[config.mk]
export PLATFORM = sky130hd
export DESIGN_NAME = fetch_stage
export DESIGN_NICKNAME = d
export VERILOG_FILES = /design/src/logic/mips_isa_pkg.sv /design/src/logic/pipe_pkg.sv /design/src/logic/fetch_stage.sv
export SDC_FILE = /design/constraint.sdc
export NUM_CORES = 2
export LEC_CHECK = 0
export BUFFER_PORTS_ARGS = -buffer_cell sky130_fd_sc_hd__buf_4
export CORE_ASPECT_RATIO = 0.7
export CORE_MARGIN = 2
export CORE_UTILIZATION = 57
export DETAILED_ROUTE_END_ITERATION = 16
export HOLD_SLACK_MARGIN = 0.02
export PLACE_DENSITY = 0.73
export SYNTH_ARGS = -nofsm -noshare
export SYNTH_HDL_FRONTEND = slang
export SYNTH_SLANG_ARGS = --single-unit
[constraint.sdc]
create_clock -name clk -period 3.7 [get_ports clk]
set_input_delay 0.74 -clock clk [delete_from_list [all_inputs] [get_ports clk]]
set_output_delay 0.74 -clock clk [all_outputs]
set_load 0.03 [all_outputs]
[src/logic/mips_isa_pkg.sv]
package mips_isa_pkg;

    // datapath and register file sizes
    localparam int unsigned xlen       = 32;
    localparam int unsigned reg_addr_w = 5;
    localparam int unsigned num_regs   = 2 ** reg_addr_w;

    // instruction field widths
    localparam int unsigned opcode_w = 6;
    localparam int unsigned funct_w  = 6;
    localparam int unsigned shamt_w  = 5;
    localparam int unsigned imm_w    = 16;

    // field positions inside the instruction word
    localparam int unsigned opcode_lsb = 26;
    localparam int unsigned rs_lsb     = 21;
    localparam int unsigned rt_lsb     = 16;
    localparam int unsigned rd_lsb     = 11;
    localparam int unsigned shamt_lsb  = 6;

    // memories, both word organised
    localparam int unsigned imem_depth = 64;
    localparam int unsigned dmem_depth = 64;
    localparam int unsigned imem_aw    = $clog2(imem_depth);
    localparam int unsigned dmem_aw    = $clog2(dmem_depth);

    // primary opcode field
    typedef enum logic [opcode_w-1:0] {
        op_r_type = 6'h00,
        op_beq    = 6'h04,
        op_addi   = 6'h08,
        op_lw     = 6'h23,
        op_sw     = 6'h2b
    } opcode_e;

    // funct field of r-type words
    typedef enum logic [funct_w-1:0] {
        fn_sll = 6'h00,
        fn_add = 6'h20,
        fn_sub = 6'h22,
        fn_and = 6'h24,
        fn_or  = 6'h25,
        fn_slt = 6'h2a
    } funct_e;

endpackage

[src/logic/pipe_pkg.sv]
package pipe_pkg;

    // operation the execute stage performs
    typedef enum logic [3:0] {
        alu_add  = 4'd0,
        alu_sub  = 4'd1,
        alu_and  = 4'd2,
        alu_or   = 4'd3,
        alu_slt  = 4'd4,
        alu_sll  = 4'd5,
        alu_pass = 4'd6   // second operand straight through
    } alu_op_e;

    // control bundle, produced in decode and carried down the pipe
    typedef struct packed {
        logic    alu_src;    // 1: immediate as second operand
        logic    reg_dst;    // 1: rd is the destination, else rt
        logic    reg_write;
        alu_op_e alu_op;
        logic    mem_write;
        logic    mem_read;
        logic    mem_to_reg; // 1: load data to writeback
        logic    branch;
    } ctrl_t;

    typedef struct packed {
        logic                            valid;
        logic [mips_isa_pkg::xlen-1:0]   pc;
        logic [mips_isa_pkg::xlen-1:0]   instr;
    } if_id_t;

    typedef struct packed {
        logic                                  valid;
        logic [mips_isa_pkg::xlen-1:0]         pc;
        logic [mips_isa_pkg::xlen-1:0]         rs_data;
        logic [mips_isa_pkg::xlen-1:0]         rt_data;
        logic [mips_isa_pkg::xlen-1:0]         imm;     // already sign extended
        logic [mips_isa_pkg::reg_addr_w-1:0]   rt;
        logic [mips_isa_pkg::reg_addr_w-1:0]   rd;
        logic [mips_isa_pkg::shamt_w-1:0]      shamt;
        ctrl_t                                 ctrl;
    } id_ex_t;

    typedef struct packed {
        logic                                  valid;
        logic [mips_isa_pkg::xlen-1:0]         alu_result;
        logic [mips_isa_pkg::xlen-1:0]         store_data;
        logic [mips_isa_pkg::reg_addr_w-1:0]   dest;
        ctrl_t                                 ctrl;
    } ex_mem_t;

    typedef struct packed {
        logic                                  valid;
        logic [mips_isa_pkg::xlen-1:0]         result;
        logic [mips_isa_pkg::reg_addr_w-1:0]   dest;
        logic                                  reg_write; // qualified, never for r0
    } mem_wb_t;

endpackage
[src/logic/fetch_stage.sv]
`timescale 1ns/1ns
module fetch_stage (
    input  logic                                clk,
    input  logic                                reset,
    input  logic                                run,
    input  logic                                load_en,
    input  logic [mips_isa_pkg::imem_aw-1:0]    load_addr,
    input  logic [mips_isa_pkg::xlen-1:0]       load_data,
    input  logic                                redirect,
    input  logic [mips_isa_pkg::xlen-1:0]       redirect_pc,
    output pipe_pkg::if_id_t                    if_id
);

    logic [mips_isa_pkg::xlen-1:0] imem [mips_isa_pkg::imem_depth];
    logic [mips_isa_pkg::xlen-1:0] pc;
    logic [mips_isa_pkg::xlen-1:0] pc_next;
    logic [mips_isa_pkg::xlen-1:0] fetch_word;

    // program load port, one word per strobe
    always_ff @(posedge clk) begin
        if (load_en) begin
            imem[load_addr] <= load_data;
        end
    end

    // byte pc, word indexed memory
    assign fetch_word = imem[pc[mips_isa_pkg::imem_aw+1:2]];

    always_comb begin
        pc_next = pc;
        if (redirect) begin
            pc_next = redirect_pc;          // taken branch wins
        end else if (run) begin
            pc_next = pc + mips_isa_pkg::xlen'(4);
        end
    end

    always_ff @(posedge clk or posedge reset) begin
        if (reset) begin
            pc    <= '0;
            if_id <= '0;
        end else begin
            pc          <= pc_next;
            // slot fetched while a branch resolves is a wrong-path slot
            if_id.valid <= run & ~redirect;
            if_id.pc    <= pc;
            if_id.instr <= fetch_word;
        end
    end

endmodule

# [Word-level counts from Yosys, hierarchy flattened]
# Memory sizes are Yosys's and may differ from the RTL's. A register that Yosys moved wholly into a read port is not among the register bits.
# Cells that the tools add are included.
[classes] bitwise_logic=2 reduce_logical=1 addsub=1 muxes=4
[op_table] operator="$mux W32" count=2
[op_table] operator="$add A32 B3 Y32 const B" count=1
[op_table] operator="$mux W1" count=2
[op_table] operator="$reduce_bool A2 Y1" count=1
[op_table] operator="$and A1 B1 Y1" count=1
[op_table] operator="$not A1 Y1" count=1
[word_totals] ram_bits=2048 n_memories=1 output_inout_bits=65 register_bits=65 word_cells=12
[memory_table] memory="imem" words=64 word_bits=32 read_ports=1 rd_ports_with_merged_regs=1 wr=1 line="fetch_stage.sv:14" rtl="logic [mips_isa_pkg::xlen-1:0] imem [mips_isa_pkg::imem_depth];"

# [Logic depth before layout (Yosys ltp)]
[depth] depth_word=3 ltp_mapped=10 ltp_nobuf=6

# [Worst setup path after synthesis]
# Ideal clock, no wire load.
[synth_timing] path_type="input to register" from="input load_addr[3] (netlist name)" to="memory imem[48][0] (netlist name), enable pin" t_arrival_ps=3444 path_slack_ps=-205 required_time_ps=3239 setup_ps=461 stages=4 cell_sequence="clkbuf_1 > nor2b_1 > nand4b_1 > nor3_1"
[synth_lines] item="start: declaration" line="fetch_stage.sv:7" rtl="input logic [mips_isa_pkg::imem_aw-1:0] load_addr,"
[synth_lines] item="end: declaration" line="fetch_stage.sv:14"
# Straight into the memory's write port.

==> impl_metrics.tcl <==
set metrics [dict create \
    initial_utilization 0.5726 \
    worstPathMaxFanout 26 \
    total_power_mw 51.59 \
    cpPeakStageDelay_ps 870 \
    post-route-min-period_ps 3112 \
    slew_violations 0 \
    routed-via-count 39451 \
    place_hpwl_um 110400 \
    ff2ff_path_depth 9 \
    power_frac_clock 0.368 \
    yosysUniqueCellTypes 48 \
    path_delay_family "multiplexers" \
    p_seq_frac 0.528 \
    io_buffer_count 139 \
    htreeDepth 4 \
    status "finished clean" \
    ys_seq_area_frac 0.7833 \
    synth_area_um2 81610 \
    crit_path_start_kind "flop" \
    synth_edf_count 2048 \
    crit_path_end_kind "flop" \
    ys_ff_latch 2145 \
    clk_pin_slew_ps 70 \
    tns_ps 0 \
    ys.flop_type "edfxtp_1" \
    postSynthAreaPerCell_um2 23.04 \
    p_int_mw 39.74 \
    mappedNetlistNets 3618 \
    clock_sinks 2145 \
    clk-insertion-delay-late_ps 810 \
    place_area_um2 86530 \
    boundaryPins 140 \
    max_freq_mhz 321.4 \
    area_growth_pct 13.24 \
    post_cts_resized 0 \
    path_common_cell "buf_12" \
    ant_nets 0 \
    max_cap_violations 0 \
    ir_worst_vdd_v 0.0006001 \
    cts_made_buffers 182 \
    r2r_slack_ps 590 \
    syn_inst 3542 \
    crit_arrival_ps 3800 \
    dieArea_um2 146300 \
    power.density_nw_per_um2 558.2 \
    place_congestion 0.8171 \
    fin_nets 3925 \
    worstHoldStart "redirect_pc[22]" \
    setup_viol 0 \
    grt_pass1_wl_um 284000 \
    rsz0062_at_grt "false" \
    n_fill_cell 9020 \
    viasPerCell 6.697 \
    root_buffer "clkbuf_16" \
    max_slew_margin 0.2606 \
    cp_slowest_cell "dfrtp_4" \
    final_common_cell "edfxtp_1" \
    finalHoldViolations 0 \
    die_y_um 320.6 \
    post-route-cell-area_um2 92410 \
    postCtsHoldBufs 1 \
    cp_cell_sequence "buf_12, buf_12, buf_12, buf_12, mux4_2, mux2i_1, mux2i_1, o22ai_1, nor2_1" \
    grt_max_degree 67 \
    die_x_um 456.3 \
    min_path_cells 3 \
    p_comb_frac 0.104 \
    critPathRequiredTime_ps 4390 \
    synth_warnings 0 \
    critical_path_class "reg -> reg" \
    async_flop_share 0.04522 \
    worstMarginPinSlew_ps 1104 \
    grt_pass1_vias 39057 \
    antenna_found_initial 2 \
    min_path_type "in -> reg" \
    routed_wl_um 199200 \
    whs_endpoint "pc[22]" \
    skew_ps 28.29 \
    track_usage 0.2757 \
    p_leak_nw 29.31 \
    fin_crit_sh 0.8410 \
    path_buf_inv 4 \
    grt_overflow 0 \
    power.switching_mw 11.85 \
    cts_tree "yes" \
    rows 116 \
    whs_ps 156.9 \
    netSwitchingFraction 0.2298 \
    clock_path_buffers 3 \
    cts_setup_buffers 0 \
    fp.coreArea_um2 142500 \
    r2r_end "if_id[2]" \
    layout_common_cells "2048 x edfxtp_1, 534 x mux4_2, 261 x buf_4, 193 x mux2i_1, 189 x clkbuf_16" \
    worstReg2RegStart "pc[3]" \
    drc 0 \
    dr.pass1.iters 5 \
    drtIter0Drc 5942 \
    wl_per_cell_um 33.81 \
    final_layout_size_suffix_gt1_frac 0.2974 \
]
-- area by class of cell --
class / instances / area (um2) / area share
Inverter: 5 / 21.27 / 0.0002302
Multi-Input combinational cell: 1202 / 17220 / 0.1863
Clock inverter: 101 / 878.3 / 0.009505
Sequential cell: 2145 / 63940 / 0.6919
Tap cell: 1888 / 2362 / 0.02556
Antenna cell: 1 / 2.502 / 0.00002708
Clock buffer: 236 / 4996 / 0.05406
Timing Repair Buffer: 313 / 2990 / 0.03236
-- kinds of logic (layout without fill, tap and decap cells) --
group                    count (synthesis)  in the layout  share of synthesized area
buffers and inverters                  195            655                    0.01190
multiplexers                           729            729                     0.1713
flip-flops                            2145           2145                     0.7833
AND/OR/NAND/NOR                        264            264                    0.01493
adder cells (fa/ha/maj)                  1              1                  0.0001533
AO/OA/AOI/OAI                          184            184                    0.01579
other                                    0              1                          0
XOR/XNOR                                24             24                   0.002576
-- worst max path at each step --
stage,startpoint,to,slack (ps),cells past startpoint
5_1_grt,pc[2],if_id[28],530,7
3_5_place_dp,pc[3],if_id[16],610,9
4_1_cts,pc[3],if_id[2],600,9
2_1_floorplan,reset,if_id[0],430,1
3_3_place_gp,pc[3],if_id[16],650,9
6_report,pc[3],if_id[2],590,9
-- worst register-to-register path, stage by stage, from the launching register on --
cell	delay, ps
dfrtp_4	870
buf_12	350
buf_12	230
buf_12	190
buf_12	180
mux4_2	550
mux2i_1	200
mux2i_1	180
o22ai_1	220
nor2_1	60
-- power by group through the flow --
stage	Combinational (mW)	Sequential, mW	Clock [mW]
floorplan	3.10	27.8	0
global placement	5.32	27.7	0
detailed placement	5.39	27.7	0
CTS	5.41	27.2	19.2
global route	5.65	27.2	20.1
finish	5.38	27.2	19.0
-- routing by layer --
layer,vias to the layer above,wire length (um),GRT usage,part of all wire
li1,15639,-,-,-
met1,20979,78190,0.4135,0.39
met4,0,4850,0.07626,0.024
met2,2575,90710,0.4065,0.46
met5,-,0,0,0
met3,258,25440,0.07404,0.13
-- registers in the layout (all words and copies together), names as in the netlist --
register and flops:
imem 2048, if_id 65, pc 32
-- cells in the mapped netlist, types with 3 or more instances --
cell type | n | share of area
a22oi_1 | 18 | 0.0017
buf_1 | 19 | 0.00087
or3_1 | 3 | 0.00023
mux4_2 | 534 | 0.15
mux2i_1 | 193 | 0.024
nor2b_1 | 14 | 0.0011
o221ai_1 | 3 | 0.00032
or2_2 | 3 | 0.00023
nand3_1 | 13 | 0.00080
a22o_1 | 13 | 0.0014
a2111oi_0 | 16 | 0.0017
nand2b_1 | 9 | 0.00069
a21oi_1 | 6 | 0.00037
a32o_1 | 3 | 0.00037
o31ai_1 | 9 | 0.00083
xnor2_1 | 16 | 0.0017
nor2_1 | 113 | 0.0052
nor4_1 | 3 | 0.00023
nand4_1 | 18 | 0.0014
o21ai_0 | 36 | 0.0022
buf_4 | 24 | 0.0022
edfxtp_1 | 2048 | 0.75
a211oi_1 | 13 | 0.0012
and3_1 | 8 | 0.00061
nor3_1 | 9 | 0.00055
dfrtp_1 | 97 | 0.030
inv_1 | 5 | 0.00023
buf_2 | 77 | 0.0047
a221oi_1 | 13 | 0.0014
xor2_1 | 8 | 0.00086
o22ai_1 | 40 | 0.0031
a21o_1 | 9 | 0.00083
clkbuf_1 | 63 | 0.0029
nand2_1 | 59 | 0.0027
or4_1 | 3 | 0.00028
buf_6 | 7 | 0.00097
-- stage by stage --
step           utilization  setup WS, ps  cells
5_1_grt             0.6484         528.2   5891
6_report            0.6484         588.2   5891
3_5_place_dp        0.6071         614.1   5552
2_1_floorplan            -         426.3   3542
3_3_place_gp        0.6071         651.0   5552
4_1_cts             0.6484         600.7   5890
No activity file was read; power rests on OpenSTA's default activity.
