--- config.mk ---
export PLATFORM = sky130hd
export DESIGN_NAME = memory_stage
export DESIGN_NICKNAME = d
export VERILOG_FILES = /design/src/logic/mips_isa_pkg.sv /design/src/logic/pipe_pkg.sv /design/src/logic/memory_stage.sv
export SDC_FILE = /design/constraint.sdc
export NUM_CORES = 2
export LEC_CHECK = 0
export ABC_AREA = 1
export BUFFER_PORTS_ARGS = -buffer_cell sky130_fd_sc_hd__buf_2
export CELL_PAD_IN_SITES_DETAIL_PLACEMENT = 0
export CELL_PAD_IN_SITES_GLOBAL_PLACEMENT = 1
export CORE_ASPECT_RATIO = 0.5
export CORE_MARGIN = 4
export CORE_UTILIZATION = 55
export CTS_CLUSTER_SIZE = 40
export DETAILED_ROUTE_END_ITERATION = 10
export GPL_TIMING_DRIVEN = 0
export PLACE_DENSITY_LB_ADDON = 0.1
export SLEW_MARGIN = 10
export SYNTH_ARGS = -nofsm -noshare
export SYNTH_HDL_FRONTEND = slang
export SYNTH_SLANG_ARGS = --single-unit
--- constraint.sdc ---
create_clock -name clk -period 10.1 [get_ports clk]
set_input_delay 2.02 -clock clk [delete_from_list [all_inputs] [get_ports clk]]
set_output_delay 2.02 -clock clk [all_outputs]
set_load 0.05 [all_outputs]
--- src/logic/mips_isa_pkg.sv ---
package mips_isa_pkg;

    // datapath and register file sizes
    localparam int unsigned xlen       = 32;
    localparam int unsigned reg_addr_w = 5;
    localparam int unsigned num_regs   = 2 ** reg_addr_w;

    // instruction field widths
    localparam int unsigned opcode_w = 6;
    localparam int unsigned funct_w  = 6;
    localparam int unsigned shamt_w  = 5;
    localparam int unsigned imm_w    = 16;

    // field positions inside the instruction word
    localparam int unsigned opcode_lsb = 26;
    localparam int unsigned rs_lsb     = 21;
    localparam int unsigned rt_lsb     = 16;
    localparam int unsigned rd_lsb     = 11;
    localparam int unsigned shamt_lsb  = 6;

    // memories, both word organised
    localparam int unsigned imem_depth = 64;
    localparam int unsigned dmem_depth = 64;
    localparam int unsigned imem_aw    = $clog2(imem_depth);
    localparam int unsigned dmem_aw    = $clog2(dmem_depth);

    // primary opcode field
    typedef enum logic [opcode_w-1:0] {
        op_r_type = 6'h00,
        op_beq    = 6'h04,
        op_addi   = 6'h08,
        op_lw     = 6'h23,
        op_sw     = 6'h2b
    } opcode_e;

    // funct field of r-type words
    typedef enum logic [funct_w-1:0] {
        fn_sll = 6'h00,
        fn_add = 6'h20,
        fn_sub = 6'h22,
        fn_and = 6'h24,
        fn_or  = 6'h25,
        fn_slt = 6'h2a
    } funct_e;

endpackage

--- src/logic/pipe_pkg.sv ---
package pipe_pkg;

    // operation the execute stage performs
    typedef enum logic [3:0] {
        alu_add  = 4'd0,
        alu_sub  = 4'd1,
        alu_and  = 4'd2,
        alu_or   = 4'd3,
        alu_slt  = 4'd4,
        alu_sll  = 4'd5,
        alu_pass = 4'd6   // second operand straight through
    } alu_op_e;

    // control bundle, produced in decode and carried down the pipe
    typedef struct packed {
        logic    alu_src;    // 1: immediate as second operand
        logic    reg_dst;    // 1: rd is the destination, else rt
        logic    reg_write;
        alu_op_e alu_op;
        logic    mem_write;
        logic    mem_read;
        logic    mem_to_reg; // 1: load data to writeback
        logic    branch;
    } ctrl_t;

    typedef struct packed {
        logic                            valid;
        logic [mips_isa_pkg::xlen-1:0]   pc;
        logic [mips_isa_pkg::xlen-1:0]   instr;
    } if_id_t;

    typedef struct packed {
        logic                                  valid;
        logic [mips_isa_pkg::xlen-1:0]         pc;
        logic [mips_isa_pkg::xlen-1:0]         rs_data;
        logic [mips_isa_pkg::xlen-1:0]         rt_data;
        logic [mips_isa_pkg::xlen-1:0]         imm;     // already sign extended
        logic [mips_isa_pkg::reg_addr_w-1:0]   rt;
        logic [mips_isa_pkg::reg_addr_w-1:0]   rd;
        logic [mips_isa_pkg::shamt_w-1:0]      shamt;
        ctrl_t                                 ctrl;
    } id_ex_t;

    typedef struct packed {
        logic                                  valid;
        logic [mips_isa_pkg::xlen-1:0]         alu_result;
        logic [mips_isa_pkg::xlen-1:0]         store_data;
        logic [mips_isa_pkg::reg_addr_w-1:0]   dest;
        ctrl_t                                 ctrl;
    } ex_mem_t;

    typedef struct packed {
        logic                                  valid;
        logic [mips_isa_pkg::xlen-1:0]         result;
        logic [mips_isa_pkg::reg_addr_w-1:0]   dest;
        logic                                  reg_write; // qualified, never for r0
    } mem_wb_t;

endpackage
--- src/logic/memory_stage.sv ---
`timescale 1ns/1ns
module memory_stage (
    input  logic                            clk,
    input  logic                            reset,
    input  pipe_pkg::ex_mem_t               ex_mem,
    output pipe_pkg::mem_wb_t               mem_wb,
    output logic                            store_valid,
    output logic [mips_isa_pkg::xlen-1:0]   store_addr,
    output logic [mips_isa_pkg::xlen-1:0]   store_data
);

    logic [mips_isa_pkg::xlen-1:0]       dmem [mips_isa_pkg::dmem_depth];
    logic [mips_isa_pkg::dmem_depth-1:0] written;   // per-word, unwritten reads zero
    logic [mips_isa_pkg::dmem_aw-1:0]    word_idx;
    logic [mips_isa_pkg::xlen-1:0]       load_data;
    logic                                do_store;

    assign word_idx = ex_mem.alu_result[mips_isa_pkg::dmem_aw+1:2];
    assign do_store = ex_mem.valid & ex_mem.ctrl.mem_write;

    assign load_data = (ex_mem.ctrl.mem_read && written[word_idx]) ? dmem[word_idx] : '0;

    always_ff @(posedge clk) begin
        if (do_store) begin
            dmem[word_idx] <= ex_mem.store_data;
        end
        store_addr <= ex_mem.alu_result;
        store_data <= ex_mem.store_data;
    end

    always_ff @(posedge clk or posedge reset) begin
        if (reset) begin
            written     <= '0;
            store_valid <= 1'b0;
            mem_wb      <= '0;
        end else begin
            if (do_store) begin
                written[word_idx] <= 1'b1;
            end
            store_valid      <= do_store;
            mem_wb.valid     <= ex_mem.valid;
            mem_wb.result    <= ex_mem.ctrl.mem_to_reg ? load_data : ex_mem.alu_result;
            mem_wb.dest      <= ex_mem.dest;
            // r0 writes never leave this stage
            mem_wb.reg_write <= ex_mem.valid & ex_mem.ctrl.reg_write & (ex_mem.dest != '0);
        end
    end

endmodule

-- Yosys cells after proc, flatten, opt, wreduce, memory -nomap -nowiden
Memory sizes are Yosys's and may differ from the RTL's.
Cells that the tools add are included.
- magnitude comparators: 2
- mux-type cells: 8
- bitwise gates (word level): 4
- reduce and logical (&&, ||, !) cells: 3
- operators with widths (kind ; number):
    two-way mux 32 bit ; 2
    bitwise OR 64 bit ; 1
    less-than comparator 6 x 7 -> 1 bit (second input constant) ; 1
    binary-select mux 1 bit (select 6 bit) ; 1
    demux 1 bit (select 6 bit) ; 1
    greater-or-equal comparator 6 x 1 -> 1 bit (second input constant) ; 1
    nonzero test 5 bit ; 1
    two-way mux 1 bit ; 4
    AND 1 bit ; 3
    logical AND 1 bit ; 2
- flip-flop bits (word level): 168
- memory bits (writable): 2048
- bits of input ports: 83
- word-level logic and storage cells: 26
- memories: 1
- memories (memory ; words ; width ; read ports ; clocked after Yosys merged registers in ; wr ports ; line ; text):
    dmem ; 64 ; 32 ; 1 ; 0 ; 1 ; memory_stage.sv:12 ; logic [mips_isa_pkg::xlen-1:0] dmem [mips_isa_pkg::dmem_depth];

-- Logic depth before layout (Yosys ltp)
- depth after elaboration: 5
- gate-level depth with buffers: 15

-- Worst setup path after synthesis
No wires, ideal clock.
- path type: input port to flip-flop
- from: in ex_mem[50] (netlist bit)
- to: mem dmem[17][0] (netlist bit) (enable)
- setup time: 421 ps
- data arrival time: 4494 ps
- data required time: 9679 ps
- setup slack: 5185 ps
- cell stages on the path: 9
- cells stage by stage: buf_6 > inv_2 > buf_6 > buf_6 > clkbuf_1 > nor2_1 > nand2_1 > buf_2 > nor2_1
- RTL lines (element ; line ; text):
    start: declaration ; memory_stage.sv:5 ; input pipe_pkg::ex_mem_t ex_mem,
    end: declaration ; memory_stage.sv:12 ;
Straight into the memory's write port.

-- Final worst setup path
- from: in ex_mem[50] (netlist bit)
- to: reg mem_wb[28] (netlist bit)
- longest elaborated chain between the ends: 5
- elaborated cells on any way between the ends: 6
- those cells by class: mux (4); reduce/logical (1); memory (1)
- ends and longest elaborated chain (element ; line ; text):
    binary-select mux 1 bit (select 6 bit) ; memory_stage.sv:21 ; assign load_data = (ex_mem.ctrl.mem_read && written[word_idx]) ? dmem[word_idx] : '0;
    two-way mux 1 bit (not written as such) ; memory_stage.sv:21 ;
    logical AND 1 bit ; memory_stage.sv:21 ;
    two-way mux 32 bit (*) ; memory_stage.sv:21 ;
    two-way mux 32 bit (*) ; memory_stage.sv:42 ; mem_wb.result <= ex_mem.ctrl.mem_to_reg ? load_data : ex_mem.alu_result;
    end: declaration ; memory_stage.sv:6 ; output pipe_pkg::mem_wb_t mem_wb,
Mark *: on every way between the ends. The rest lies on a longest branch, timed or not. The select of a mux whose other input is x is not followed.
A chain may end at the register's enable or synchronous reset.

==> reports/qor.yml <==
avgSynthCellArea_um2: 12.5
worst_slew_pin_slew_ns: 1.45
synth.area.top_cells: "edfxtp_1, nand2_1, nand3_1, dfrtp_1, nand4_1"
startpoint_type: "primary input"
ys_warn_count: 0
clock_sinks: 2216
final_net_count: 7440
core_area_um2: 155000
critPathMostFrequentCell: "nand2_1"
crit_chain: "buf_2 -> buf_6 -> buf_6 -> buf_2 -> clkbuf_1 -> nand2_1 -> nand3_1 -> nand4_1 -> nand2_1 -> nand2_1 -> nor2_1 -> nand3_1 -> o21ai_1"
final-hold-violation-count: 0
drv_cap: 0
die_h_um: 287
drive_gt1_share_pct: 12.6
h-tree-depth: 4
dpl.hpwl_um: 208000
port_buffers: 179
placedCellCount: 9240
critical_path_required_ns: 10.88
die_area_um2: 163000
drv_slew: 0
rsz0062_at_grt: "no"
clock_skew_ns: 0.0295
crit_path_max_fanout: 10
cts_tree: "yes"
cts_setup_buffers: 0
ys_types: 28
drc: 0
ant_nets: 0
ctsHoldBuffers: 0
viasPerCell: 6.12
syn_nets: 6971
instances_no_fill: 9599
synth_top_area_share_pct: 71.7
max_freq_ghz: 0.189
drt_iter0_markers: 9756
insertion_delay_ns: 0.85
antenna_found_initial: 36
netlist_area_um2: 85800
vias: 58800
drt_wl_total_um: 300000
power_density_nw_per_um2: 192
p_leak_nw: 35.2
crit_type: "primary input to flop"
gr-usage-all-layers_pct: 36.3
cts_buffers: 195
gp_congestion: 1.02
syn_inst: 6888
status: "finished clean"
fp.dieW_um: 567
grt_pass1_vias: 54100
dr.pass1.iters: 6
hp-class: "flop to flop"
yosysTopAreaCell: "edfxtp_1"
yosysSeqAreaShare_pct: 76.2
root_buffer: "clkbuf_16"
ctsResizeCount: 0
start_util_pct: 55.4
num_rows: 102
min_period_ns: 5.30
arrival_ns: 6.07
finalCritPeriodShare_pct: 52.5
io_pins: 187
fillCellCount: 11700
max_slew_margin_pct: 3.00
cts_buffer_depth: 4
tns_ns: 0
areaGrowthSynthToFinish_pct: 14.5
grt_overflow: 0
synth-seq-cells: 2216
slowest_delay_ns: 1.08
cp_slowest_cell: "nor2_1"
clk_pin_slew_ns: 0.07
setup_viol: 0
ir_drop_mv: 0.139
grt_pass1_wl_um: 411000
routedWlPerCell_um: 31.2
grt_max_degree: 66
cp-end-kind: "flop"
cell usage after synthesis:
library cell  number
o21ai_1           60
nor3_2             7
a21oi_1           33
buf_6              8
dfxtp_1           64
edfxtp_1        2048
buf_4             43
nand2_1         2439
or2_0              1
buf_2            238
inv_2             14
buf_1             15
or2_1              2
and2_1            31
o211ai_1           7
nand4_1          233
dfrtp_1          104
nand3_1         1076
o21ai_0           43
nor2_2             3
nor3_1             1
or2_2              7
clkbuf_1          95
nor2_1           178
o311ai_0           1
inv_1            117
a21boi_0          19
or3_1              1
kinds of logic after synthesis:
| kind of cell | share of synthesized area (%) |
|---|---|
| buf+inv | 2.92 |
| compound gates | 1.03 |
| simple gates | 19.8 |
| flops | 76.2 |
metrics by stage:
| step | area (um^2) | hold WS, ns | total power, mW | setup WS [ns] | utilization [%] |
|---|---|---|---|---|---|
| 3_3_place_gp | 89300 | 0.437 | 11.6 | 1.81 | 57.7 |
| 5_1_grt | 98200 | 0.478 | 19.3 | 4.89 | 63.4 |
| 6_report | 98200 | 0.462 | 18.9 | 4.80 | 63.5 |
| 2_1_floorplan | 85800 | 0.427 | 10.9 | 5.18 | - |
| 3_5_place_dp | 92000 | 0.448 | 11.6 | 4.24 | 59.5 |
| 4_1_cts | 98200 | 0.463 | 18.9 | 5.10 | 63.4 |
registers in the layout, indices dropped and copies added, names as in the netlist:
name / cells
dmem: 2048
written: 64
mem_wb: 39
store_addr: 32
store_data: 32
store_valid: 1
worst paths after layout:
path / from / to / slack [ns] / depth (start not counted)
min in group asynchronous: reset / mem_wb[38] / 1.21 / 2
max reg2reg: dmem[20][22] / mem_wb[28] / 7.48 / 8
min: written[28] / written[28] / 0.46 / 2
max: ex_mem[50] / mem_wb[28] / 4.80 / 13
max in group asynchronous: reset / written[58] / 8.17 / 3
min reg2reg: written[28] / written[28] / 0.46 / 2
metal layers:
metal / vias to the layer above / GRT usage, % / share of wire [%]
li1: 25200 / - / -
met1: 29300 / 52.6 / 39
met2: 3803 / 50.7 / 41
met3: 529 / 14.3 / 16
met4: 14 / 10.9 / 3.4
met5: - / 0.441 / 0.062
area by class of cell:
type                    instances  area [um^2]  area share (%)
flip-flops and latches       2216        65400            66.6
multi-input cells            4142        18400            18.7
clock buffers                 244         5250            5.34
repair buffers                272         3140            3.20
well taps                    2080         2600            2.65
plain buffers                 399         2020            2.05
clock inverters               106          911           0.927
inverters                     131          497           0.506
diodes                          9         22.5          0.0229
worst max-delay path: cells and delay by family:
family,cells,cell delay (ns)
simple gates,7,1.95
buf+inv,5,1.85
compound gates,1,0.20
cell usage in the layout (no fill, tap or decap), drive strengths merged:
master,instances
dfxtp,64
or2,10
o311ai,1
dfrtp,104
inv,135
o21ai,103
nor3,8
clkbuf,339
nand4,233
nand2,2439
clkinvlp,3
bufinv,15
diode,9
o211ai,7
nand3,1076
a21boi,19
edfxtp,2048
or3,1
nor2,181
a21oi,33
clkinv,84
and2,31
buf,576
power breakdown:
part           switching, mW  internal [mW]  total [mW]
clock network           3.37           4.06        7.43
logic                   1.11          0.275        1.38
registers             0.0156           10.1        10.1
No activity file was read; power rests on OpenSTA's default activity.
