File: src/logic/mips_isa_pkg.sv
package mips_isa_pkg;

    // datapath and register file sizes
    localparam int unsigned xlen       = 32;
    localparam int unsigned reg_addr_w = 5;
    localparam int unsigned num_regs   = 2 ** reg_addr_w;

    // instruction field widths
    localparam int unsigned opcode_w = 6;
    localparam int unsigned funct_w  = 6;
    localparam int unsigned shamt_w  = 5;
    localparam int unsigned imm_w    = 16;

    // field positions inside the instruction word
    localparam int unsigned opcode_lsb = 26;
    localparam int unsigned rs_lsb     = 21;
    localparam int unsigned rt_lsb     = 16;
    localparam int unsigned rd_lsb     = 11;
    localparam int unsigned shamt_lsb  = 6;

    // memories, both word organised
    localparam int unsigned imem_depth = 64;
    localparam int unsigned dmem_depth = 64;
    localparam int unsigned imem_aw    = $clog2(imem_depth);
    localparam int unsigned dmem_aw    = $clog2(dmem_depth);

    // primary opcode field
    typedef enum logic [opcode_w-1:0] {
        op_r_type = 6'h00,
        op_beq    = 6'h04,
        op_addi   = 6'h08,
        op_lw     = 6'h23,
        op_sw     = 6'h2b
    } opcode_e;

    // funct field of r-type words
    typedef enum logic [funct_w-1:0] {
        fn_sll = 6'h00,
        fn_add = 6'h20,
        fn_sub = 6'h22,
        fn_and = 6'h24,
        fn_or  = 6'h25,
        fn_slt = 6'h2a
    } funct_e;

endpackage

File: src/logic/pipe_pkg.sv
package pipe_pkg;

    // operation the execute stage performs
    typedef enum logic [3:0] {
        alu_add  = 4'd0,
        alu_sub  = 4'd1,
        alu_and  = 4'd2,
        alu_or   = 4'd3,
        alu_slt  = 4'd4,
        alu_sll  = 4'd5,
        alu_pass = 4'd6   // second operand straight through
    } alu_op_e;

    // control bundle, produced in decode and carried down the pipe
    typedef struct packed {
        logic    alu_src;    // 1: immediate as second operand
        logic    reg_dst;    // 1: rd is the destination, else rt
        logic    reg_write;
        alu_op_e alu_op;
        logic    mem_write;
        logic    mem_read;
        logic    mem_to_reg; // 1: load data to writeback
        logic    branch;
    } ctrl_t;

    typedef struct packed {
        logic                            valid;
        logic [mips_isa_pkg::xlen-1:0]   pc;
        logic [mips_isa_pkg::xlen-1:0]   instr;
    } if_id_t;

    typedef struct packed {
        logic                                  valid;
        logic [mips_isa_pkg::xlen-1:0]         pc;
        logic [mips_isa_pkg::xlen-1:0]         rs_data;
        logic [mips_isa_pkg::xlen-1:0]         rt_data;
        logic [mips_isa_pkg::xlen-1:0]         imm;     // already sign extended
        logic [mips_isa_pkg::reg_addr_w-1:0]   rt;
        logic [mips_isa_pkg::reg_addr_w-1:0]   rd;
        logic [mips_isa_pkg::shamt_w-1:0]      shamt;
        ctrl_t                                 ctrl;
    } id_ex_t;

    typedef struct packed {
        logic                                  valid;
        logic [mips_isa_pkg::xlen-1:0]         alu_result;
        logic [mips_isa_pkg::xlen-1:0]         store_data;
        logic [mips_isa_pkg::reg_addr_w-1:0]   dest;
        ctrl_t                                 ctrl;
    } ex_mem_t;

    typedef struct packed {
        logic                                  valid;
        logic [mips_isa_pkg::xlen-1:0]         result;
        logic [mips_isa_pkg::reg_addr_w-1:0]   dest;
        logic                                  reg_write; // qualified, never for r0
    } mem_wb_t;

endpackage
File: src/logic/execute_stage.sv
`timescale 1ns/1ns
module execute_stage (
    input  logic                            clk,
    input  logic                            reset,
    input  pipe_pkg::id_ex_t                id_ex,
    output logic                            redirect,
    output logic [mips_isa_pkg::xlen-1:0]   redirect_pc,
    output pipe_pkg::ex_mem_t               ex_mem
);

    logic [mips_isa_pkg::xlen-1:0]       op_a;
    logic [mips_isa_pkg::xlen-1:0]       op_b;
    logic [mips_isa_pkg::xlen-1:0]       alu_result;
    logic [mips_isa_pkg::reg_addr_w-1:0] dest;
    logic                                regs_equal;

    assign op_a = id_ex.rs_data;
    assign op_b = id_ex.ctrl.alu_src ? id_ex.imm : id_ex.rt_data;

    always_comb begin
        case (id_ex.ctrl.alu_op)
            pipe_pkg::alu_add: alu_result = op_a + op_b;
            pipe_pkg::alu_sub: alu_result = op_a - op_b;
            pipe_pkg::alu_and: alu_result = op_a & op_b;
            pipe_pkg::alu_or:  alu_result = op_a | op_b;
            pipe_pkg::alu_slt: begin
                // signed compare
                alu_result = ($signed(op_a) < $signed(op_b)) ? mips_isa_pkg::xlen'(1) : '0;
            end
            pipe_pkg::alu_sll: alu_result = id_ex.rt_data << id_ex.shamt;
            default:           alu_result = op_b;   // pass
        endcase
    end

    assign dest = id_ex.ctrl.reg_dst ? id_ex.rd : id_ex.rt;

    // beq resolves here, target relative to pc + 4
    assign regs_equal  = (id_ex.rs_data == id_ex.rt_data);
    assign redirect    = id_ex.valid & id_ex.ctrl.branch & regs_equal;
    assign redirect_pc = id_ex.pc + mips_isa_pkg::xlen'(4) + (id_ex.imm << 2);

    always_ff @(posedge clk or posedge reset) begin
        if (reset) begin
            ex_mem <= '0;
        end else begin
            ex_mem.valid      <= id_ex.valid;
            ex_mem.alu_result <= alu_result;
            ex_mem.store_data <= id_ex.rt_data;   // sw source register
            ex_mem.dest       <= dest;
            ex_mem.ctrl       <= id_ex.ctrl;
        end
    end

endmodule

File: config.mk
export PLATFORM = sky130hd
export DESIGN_NAME = execute_stage
export DESIGN_NICKNAME = d
export VERILOG_FILES = /design/src/logic/mips_isa_pkg.sv /design/src/logic/pipe_pkg.sv /design/src/logic/execute_stage.sv
export SDC_FILE = /design/constraint.sdc
export NUM_CORES = 1
export LEC_CHECK = 0
export ABC_CLOCK_PERIOD_IN_PS = 11050
export BUFFER_PORTS_ARGS = -buffer_cell sky130_fd_sc_hd__buf_2
export CAP_MARGIN = 10
export CORE_UTILIZATION = 60
export CTS_CLUSTER_SIZE = 10
export DETAILED_ROUTE_END_ITERATION = 10
export PLACE_DENSITY = 0.88
export SETUP_SLACK_MARGIN = 0.1
export SLEW_MARGIN = 20
export SYNTH_ARGS = -nofsm -noshare
export SYNTH_HDL_FRONTEND = slang
export SYNTH_SLANG_ARGS = --single-unit
export TNS_END_PERCENT = 30
File: constraint.sdc
create_clock -name clk -period 11.05 [get_ports clk]
set_clock_uncertainty 0.2 [all_clocks]
set_input_delay 2.21 -clock clk [delete_from_list [all_inputs] [get_ports clk]]
set_output_delay 2.21 -clock clk [all_outputs]
set_load 0.05 [all_outputs]
## Word level (Yosys, flattened, before mapping)

Cells that the tools add are included.
W data, S select, Z words.

- Add/sub/neg operators: 4
- Order comparisons: 1
- Equality and inequality tests: 6
- Shifts and indexed selects: 1
- Muxes and demuxes: 4
- Bitwise gates (word level): 4
- Reductions and logical operators: 1

Operators with widths:

| operator | count |
|---|---|
| $pmux W32 S6 | 1 |
| $add A32 B32 Y32 | 2 |
| $add A32 B3 Y32 const B | 1 |
| $and A32 B32 Y32 | 1 |
| $eq A32 B32 Y1 | 1 |
| $lt A32 B32 Y1 | 1 |
| $mux W32 | 1 |
| $or A32 B32 Y32 | 1 |
| $shl A32 B5 Y32 | 1 |
| $sub A32 B32 Y32 | 1 |
| $eq A4 B2 Y1 const B | 2 |
| $eq A4 B3 Y1 const B | 2 |
| $mux W5 | 1 |
| $eq A4 B1 Y1 const B | 1 |
| $logic_not A4 Y1 | 1 |
| $and A1 B1 Y1 | 2 |
| $mux W1 | 1 |

- Flip-flop bits (word level): 81
- Output and inout port bits: 114

## Longest topological paths before layout

Gate-level depths: netlist of run 1.

- Depth in word-level cells: 4
- Depth in mapped cells: 18
- Gate-level depth less buffers: 15

## Worst setup path before layout of run 1

OpenSTA, ideal clock, no wires.

- Kind: input -> output
- Start: input port id_ex[27] (netlist bit)
- End: output port redirect_pc[31] (netlist bit)
- Arrival: 5.726 ns
- Setup slack: 2.914 ns
- Cell stages on the path: 13
- Buffers on the path: 0
- Cell sequence: ha_1 > ha_1 > fa_1 > a211oi_1 > o21ai_0 > a2111oi_0 > o21a_1 > o41a_1 > a211o_1 > nor3_1 > o21ai_0 > a21oi_1 > a31oi_1

- Word-level cells in the longest chain between the ends: 1

RTL lines:

| item | line | RTL |
|---|---|---|
| start, declared | execute_stage.sv:5 | `input pipe_pkg::id_ex_t id_ex,` |
| $add A32 B32 Y32 | execute_stage.sv:40 | `assign redirect_pc = id_ex.pc + mips_isa_pkg::xlen'(4) + (id_ex.imm << 2);` |
| end, declared | execute_stage.sv:7 | `output logic [mips_isa_pkg::xlen-1:0] redirect_pc,` |

No other way between the ends.

## Worst setup path in the final report of run 1

- Start: input port id_ex[27] (netlist bit)
- End: output port redirect_pc[29] (netlist bit)

The elaborated chain is that of the path after synthesis.

==> flow_summary_export.csv, run 1 <==
group,metric,value,unit
global_routing,antenna_found_initial,1,
pwr,powerDensity,120,nW/um^2
timing,slew_headroom,34.1,%
timing,fmax,0.118,GHz
route,drc,0,
synth,syn_nets,1656,
worst_hold_path,hold_path.class,"in -> reg",
global_routing,first_global_vias,11002,
placement,io_buffers,266,
cells_and_area,diodes,0,
synth,synth-compound-area-share,26.7,%
global_routing,grt-ovfl-total,0,
floorplan,core.rowCount,49,
synth,synthAdderAreaFrac,18.8,%
timing,grt_setup_unrepaired,"false",
floorplan,start_util,61.1,%
clock_tree,cts_resized,0,
cells_and_area,largest_reg_flops,81,
synth,synth_top_family_by_area,"compound AO/OA/AOI/OAI gates",
timing,worst_slew_pin_slew,984,ps
timing,finalSetupViolations,0,
timing,finalHoldViolations,0,
worst_hold_path,hold_path_end,"ex_mem[1]",
synth,avgSynthCellArea,8.21,um^2
floorplan,die_x,137,um
clock_tree,cts.clk_slew.worst_paths,70,ps
timing,final.setup.tns,0,ps
floorplan,core,18000,um^2
clock_tree,clock_tree.root_cell,"clkbuf_16",
route,drt_iter0_drc,1141,
route,ant_nets,0,
worst_setup_path,startpoint_type,"primary input",
route,routed_wirelength,39600,um
route,dr_wl_met3,3700,um
cells_and_area,layout_commonest_cell,"buf_2",
synth,yosys.area_share.simple,11.2,%
synth,synth_xor_xnor_area_share,7.18,%
synth,synth.yosys.seq_area_share,18.5,%
cells_and_area,final_nets,1870,
pwr,ir_worst_vdd,0.101,mV
global_routing,grt_pass1_wl,59900,um
route,vias,11623,
floorplan,ios,271,
synth,ys_seq_elements,81,
floorplan,die_h,137,um
synth,synthMuxAreaShare,11.0,%
synth,synth_edf_count,0,
clock_tree,clockBufferDepth,2,
worst_setup_path,cp.required,8640,ps
clock_tree,postCtsSetupRepairBufs,0,
timing,setup_slack,2550,ps
route,vias_per_cell,6.52,
worst_setup_path,worstPathArrival,6090,ps
route,drtPass1Iterations,6,
synth,yosys_warnings,0,
synth,yosysTopAreaCellShare,18.5,%
clock_tree,cts_buffers,9,
route,drt-met1-wl,15600,um
global_routing,track_usage,42.2,%
timing,timing.final.crit_share,76.9,%
route,drt-wirelength-per-cell,22.2,um
cells_and_area,area_growth,15.9,%
worst_setup_path,crit_fanout,3,
synth,synth.distinct_cells,65,
worst_hold_path,hp-start,"id_ex[1]",
route,wl_met2,18100,um
timing,finalCriticalPeriod,8500,ps
cells_and_area,drive_above_1_share,21.9,%
worst_setup_path,crit_path_start,"id_ex[27]",
timing,final_max_slew_viol_count,0,
clock_tree,numClockSinks,81,
status,status,"complete, no violations",
clock_tree,cts_tree,"done",
placement,dpl.hpwl,30500,um
worst_setup_path,crit_type,"in -> out",
cells_and_area,final_cell_mix,"266 x buf_2, 160 x a21oi_1, 160 x ha_1, 115 x inv_1",
synth,synth_area,11000,um^2
worst_setup_path,worst_setup_path_end_kind,"primary output",
clock_tree,cts-htree-levels,3,
synth,yosys.area.top_type,"dfrtp_1",
synth,synth_area_leaders,"dfrtp_1 18%, ha_1 18%, a21oi_1 7.3%",
synth,synth_ff_type,"dfrtp_1",
placement,place_ws,2640,ps
route,routed.top_layer,"met4",
placement,place_congestion,0.996,
cells_and_area,top_register,"ex_mem",
synth,async_reset_ff_share,100,%
pwr,p_leak,6.23,nW
worst_hold_path,hold_depth,1,
floorplan,dieArea,18800,um^2
job,max_cap_violations,0,
global_routing,grt_start_max_net_pins,82,
clock_tree,cts-hold-fix-buffers,0,
cells_and_area,reg_top3,"ex_mem x81",
synth,syn_inst,1336,
critical path, cell delays in order:
cell	delay [ps]
buf_2	110
ha_1	280
ha_1	230
fa_1	490
a211oi_1	320
o21ai_0	210
a2111oi_0	440
buf_4	210
o21a_1	180
o41a_1	220
a211o_1	240
o211ai_1	160
a21o_1	200
a21oi_1	160
xnor2_1	130
buf_2	280
final cells by class:
class | count | area (um^2)
multi-input combinational | 1066 | 8240
fill | 1484 | 5240
sequential | 81 | 2030
timing repair buffer | 275 | 1400
inverter | 117 | 440
tap | 229 | 287
clock buffer | 9 | 225
clock inverter | 7 | 105
report_power, final:
group | total (mW) | switching (mW) | leakage (nW) | internal [mW]
Combinational | 0.845 | 0.582 | 5.12 | 0.264
Clock | 0.351 | 0.148 | 0.159 | 0.202
Sequential | 0.325 | 0.00546 | 0.949 | 0.319
per-layer routing:
layer / track usage [%] / vias to the layer above
met2: 68.1 / 686
li1: - / 5299
met5: 0 / -
met3: 7.54 / 133
met4: 24.7 / 0
met1: 52.8 / 5505
through the flow:
step / cell area [um^2] / hold WS (ps) / instances / total power, mW / util, %
2_1_floorplan: 11000 / 2040 / 1336 / 0.935 / -
3_3_place_gp: 12400 / 2120 / 1768 / 1.15 / 69.0
3_5_place_dp: 12400 / 2120 / 1768 / 1.16 / 69.0
4_1_cts: 12700 / 1750 / 1784 / 1.51 / 70.8
5_1_grt: 12700 / 1740 / 1784 / 1.59 / 70.8
6_report: 12700 / 1750 / 1784 / 1.52 / 70.8
how the worst max path moves through the flow:
stage          depth (start not counted)               to  slack, ps
2_1_floorplan                         13  redirect_pc[31]       2910
3_3_place_gp                          16  redirect_pc[29]       2740
3_5_place_dp                          16  redirect_pc[29]       2640
4_1_cts                               16  redirect_pc[29]       2630
5_1_grt                               16  redirect_pc[29]       2300
6_report                              16  redirect_pc[29]       2550
cells by family (layout without fill, tap and decap cells):
logic type                 count (synthesis)  after routing
AOI/OAI and AO/OA                        457            457
and+or+nand+nor                          259            259
buffers and inverters                    189            408
adders and majority gates                163            163
muxes                                     97             97
xor gates and xnor gates                  90             90
DFF                                       81             81
synthesized netlist by cell type, types with 14 or more instances:
library cell and instances:
dfrtp_1 81, nor2_1 71, a21oi_1 160, nor3_1 22
mux2_2 20, a211oi_1 30, nand2_1 72, o21bai_1 17
nand3_1 17, nor2b_1 16, xor2_1 33, o21ai_0 81
mux2i_1 60, clkbuf_1 57, a31oi_1 17, xnor2_1 57
a21o_1 27, mux4_2 17, ha_1 160, inv_1 116
a221oi_1 14
(Power assumes the default switching activity.)
==> run 2: changes to the inputs <==
--- a/config.mk
+++ b/config.mk
@@ -5,13 +5,13 @@
 export SDC_FILE = /design/constraint.sdc
 export NUM_CORES = 1
 export LEC_CHECK = 0
-export ABC_CLOCK_PERIOD_IN_PS = 11050
+export ABC_CLOCK_PERIOD_IN_PS = 7500
 export BUFFER_PORTS_ARGS = -buffer_cell sky130_fd_sc_hd__buf_2
 export CAP_MARGIN = 10
-export CORE_UTILIZATION = 60
+export CORE_UTILIZATION = 51
 export CTS_CLUSTER_SIZE = 10
 export DETAILED_ROUTE_END_ITERATION = 10
-export PLACE_DENSITY = 0.88
+export PLACE_DENSITY = 0.8
 export SETUP_SLACK_MARGIN = 0.1
 export SLEW_MARGIN = 20
 export SYNTH_ARGS = -nofsm -noshare
==> constraint.sdc (replaced) <==
create_clock -name clk -period 7.5 [get_ports clk]
set_clock_uncertainty 0.2 [all_clocks]
set_input_delay 1.5 -clock clk [delete_from_list [all_inputs] [get_ports clk]]
set_output_delay 1.5 -clock clk [all_outputs]
set_load 0.05 [all_outputs]
==> run 2 against run 1 <==
  * Design area up 0.47%
  * Clock power up 37%
  * Clock-buffer cell count unchanged
  * Combinational power up 47%
  * Cell count up 2.7%
  * Flip-flop and latch count unchanged
  * Die area up 17%
  * Utilization down 10 points
  * Total power up 45%
  * Critical path type unchanged
  * Critical endpoint unchanged
  * Largest cell class unchanged
==> flow_summary_export.csv, run 2 (same netlist as run 1, synthesis figures left out) <==
group,metric,value,unit
floorplan,die_x,149,um
route,drt_iter0_drc,996,
status,status,"complete, no violations",
worst_hold_path,hold_path.class,"in -> async",
timing,grt_setup_unrepaired,"false",
route,drt-wirelength-per-cell,21.5,um
timing,fmax,0.143,GHz
global_routing,use_met1,45.8,%
clock_tree,cts-hold-fix-buffers,0,
cells_and_area,layout_commonest_cell,"buf_2",
route,drc,0,
cells_and_area,drive_above_1_share,22.2,%
floorplan,dieArea,22100,um^2
global_routing,grt_pass1_wl,59800,um
worst_setup_path,worst_setup_path_end_kind,"primary output",
clock_tree,cts-htree-levels,3,
clock_tree,cts_tree,"done",
worst_setup_path,cp.required,5800,ps
timing,slew_headroom,29.2,%
pwr,ir_worst_vdd,0.112,mV
global_routing,track_usage,35.4,%
floorplan,die_h,149,um
clock_tree,numClockSinks,81,
cells_and_area,reg_top3,"ex_mem x81",
placement,dpl.hpwl,31000,um
placement,io_buffers,266,
worst_setup_path,startpoint_type,"primary input",
clock_tree,cts.clk_slew.worst_paths,70,ps
timing,timing.final.crit_share,93.5,%
pwr,p_leak,6.23,nW
cells_and_area,final_cell_mix,"266 x buf_2, 160 x ha_1, 159 x a21oi_1, 115 x inv_1",
global_routing,grt.met3_usage,6.23,%
cells_and_area,final_nets,1872,
global_routing,grt_start_max_net_pins,49,
worst_setup_path,crit_fanout,3,
global_routing,antenna_found_initial,2,
placement,place_congestion,1.02,
timing,finalSetupViolations,0,
route,ant_nets,0,
cells_and_area,fillers,2008,
cells_and_area,area_growth,16.5,%
route,drtPass1Iterations,5,
timing,final.setup.tns,0,ps
floorplan,ios,271,
route,vias,11398,
worst_setup_path,crit_type,"in -> out",
route,routed_wirelength,39500,um
clock_tree,clockBufferDepth,2,
timing,final_max_slew_viol_count,0,
global_routing,grt-busiest-layer,"met2",
cells_and_area,largest_reg_flops,81,
clock_tree,cts_buffers,9,
cells_and_area,utilization,60.6,%
floorplan,core.rowCount,53,
floorplan,start_util,52.0,%
global_routing,first_global_vias,10915,
floorplan,core,21100,um^2
route,vias_per_cell,6.22,
timing,worst_slew_pin_slew,1050,ps
timing,finalHoldViolations,0,
clock_tree,clock_tree.root_cell,"clkbuf_16",
worst_setup_path,worstPathArrival,5310,ps
pwr,powerDensity,172,nW/um^2
job,max_cap_violations,0,
global_routing,grt-ovfl-total,0,
cells_and_area,top_register,"ex_mem",
global_routing,met2_usage,57.1,%
clock_tree,postCtsSetupRepairBufs,0,
timing,finalCriticalPeriod,7010,ps
clock_tree,cts_resized,0,
==> run 2: changes by cell type in the layout (fill, tap and decap cells not counted) <==
cell       before  now
bufinv_16       2    1
buf_4           8   11
nand3_1        17   16
nand3_2         0    1
clkinv_4        0    2
inv_6           3    2
a21oi_1       160  159
and3_1          3    2
and3_2          0    1
buf_6           1    0
a21oi_2         0    1
diode_2         0    1
==> run 2: power breakdown <==
part	internal, mW	switching (mW)
Clock	0.264	0.218
Combinational	0.391	0.852
Sequential	0.471	0.00798
==> run 2: layout make-up <==
| type | instances | area [um^2] | share of cell area [%] |
|---|---|---|---|
| Multi-Input combinational cell | 1066 | 8250 | 64.5 |
| Sequential cell | 81 | 2030 | 15.9 |
| Timing Repair Buffer | 277 | 1410 | 11.1 |
| Inverter | 117 | 440 | 3.45 |
| Tap cell | 275 | 344 | 2.69 |
| Clock buffer | 9 | 225 | 1.76 |
| Clock inverter | 7 | 83.8 | 0.656 |
| Antenna cell | 1 | 2.50 | 0.0196 |
==> run 2: worst max path at each step <==
stage | start | to | slack [ps]
after floorplan | id_ex[27] | redirect_pc[31] | 780
after global placement | id_ex[27] | redirect_pc[29] | 620
after detailed placement | id_ex[26] | redirect_pc[29] | 520
after CTS | id_ex[26] | redirect_pc[29] | 490
after global routing | id_ex[26] | redirect_pc[29] | 160
final | id_ex[26] | redirect_pc[29] | 490
==> run 2: critical path, stage by stage <==
cell       delay, ps
buf_2            110
inv_1             60
ha_1             160
inv_1             70
ha_1             260
fa_1             490
a211oi_1         300
o21ai_0          200
a2111oi_0        440
buf_4            210
o21a_1           180
o41a_1           210
a211o_1          220
o211ai_1         140
a21o_1           190
a21oi_1          160
xnor2_1          140
buf_2            280
==> run 2: metal layers <==
metal  up-vias  wire length (um)  share of wire [%]
li1       5314                 -                  -
met1      5369             16300                 41
met2       592             18000                 46
met3       123              3410                8.6
met4         0              1760                4.5
met5         -                 0                  0
==> run 2: metrics by stage <==
| stage | setup WS (ps) | std cells | area [um^2] | power, mW | hold WS, ps |
|---|---|---|---|---|---|
| after floorplan | 784 | 1336 | 11000 | 1.38 | 1330 |
| after global placement | 616 | 1816 | 12500 | 1.70 | 1400 |
| after detailed placement | 515 | 1816 | 12500 | 1.71 | 1410 |
| after CTS | 487 | 1832 | 12800 | 2.20 | 1020 |
| after global routing | 163 | 1833 | 12800 | 2.31 | 1030 |
| final | 486 | 1833 | 12800 | 2.20 | 999 |
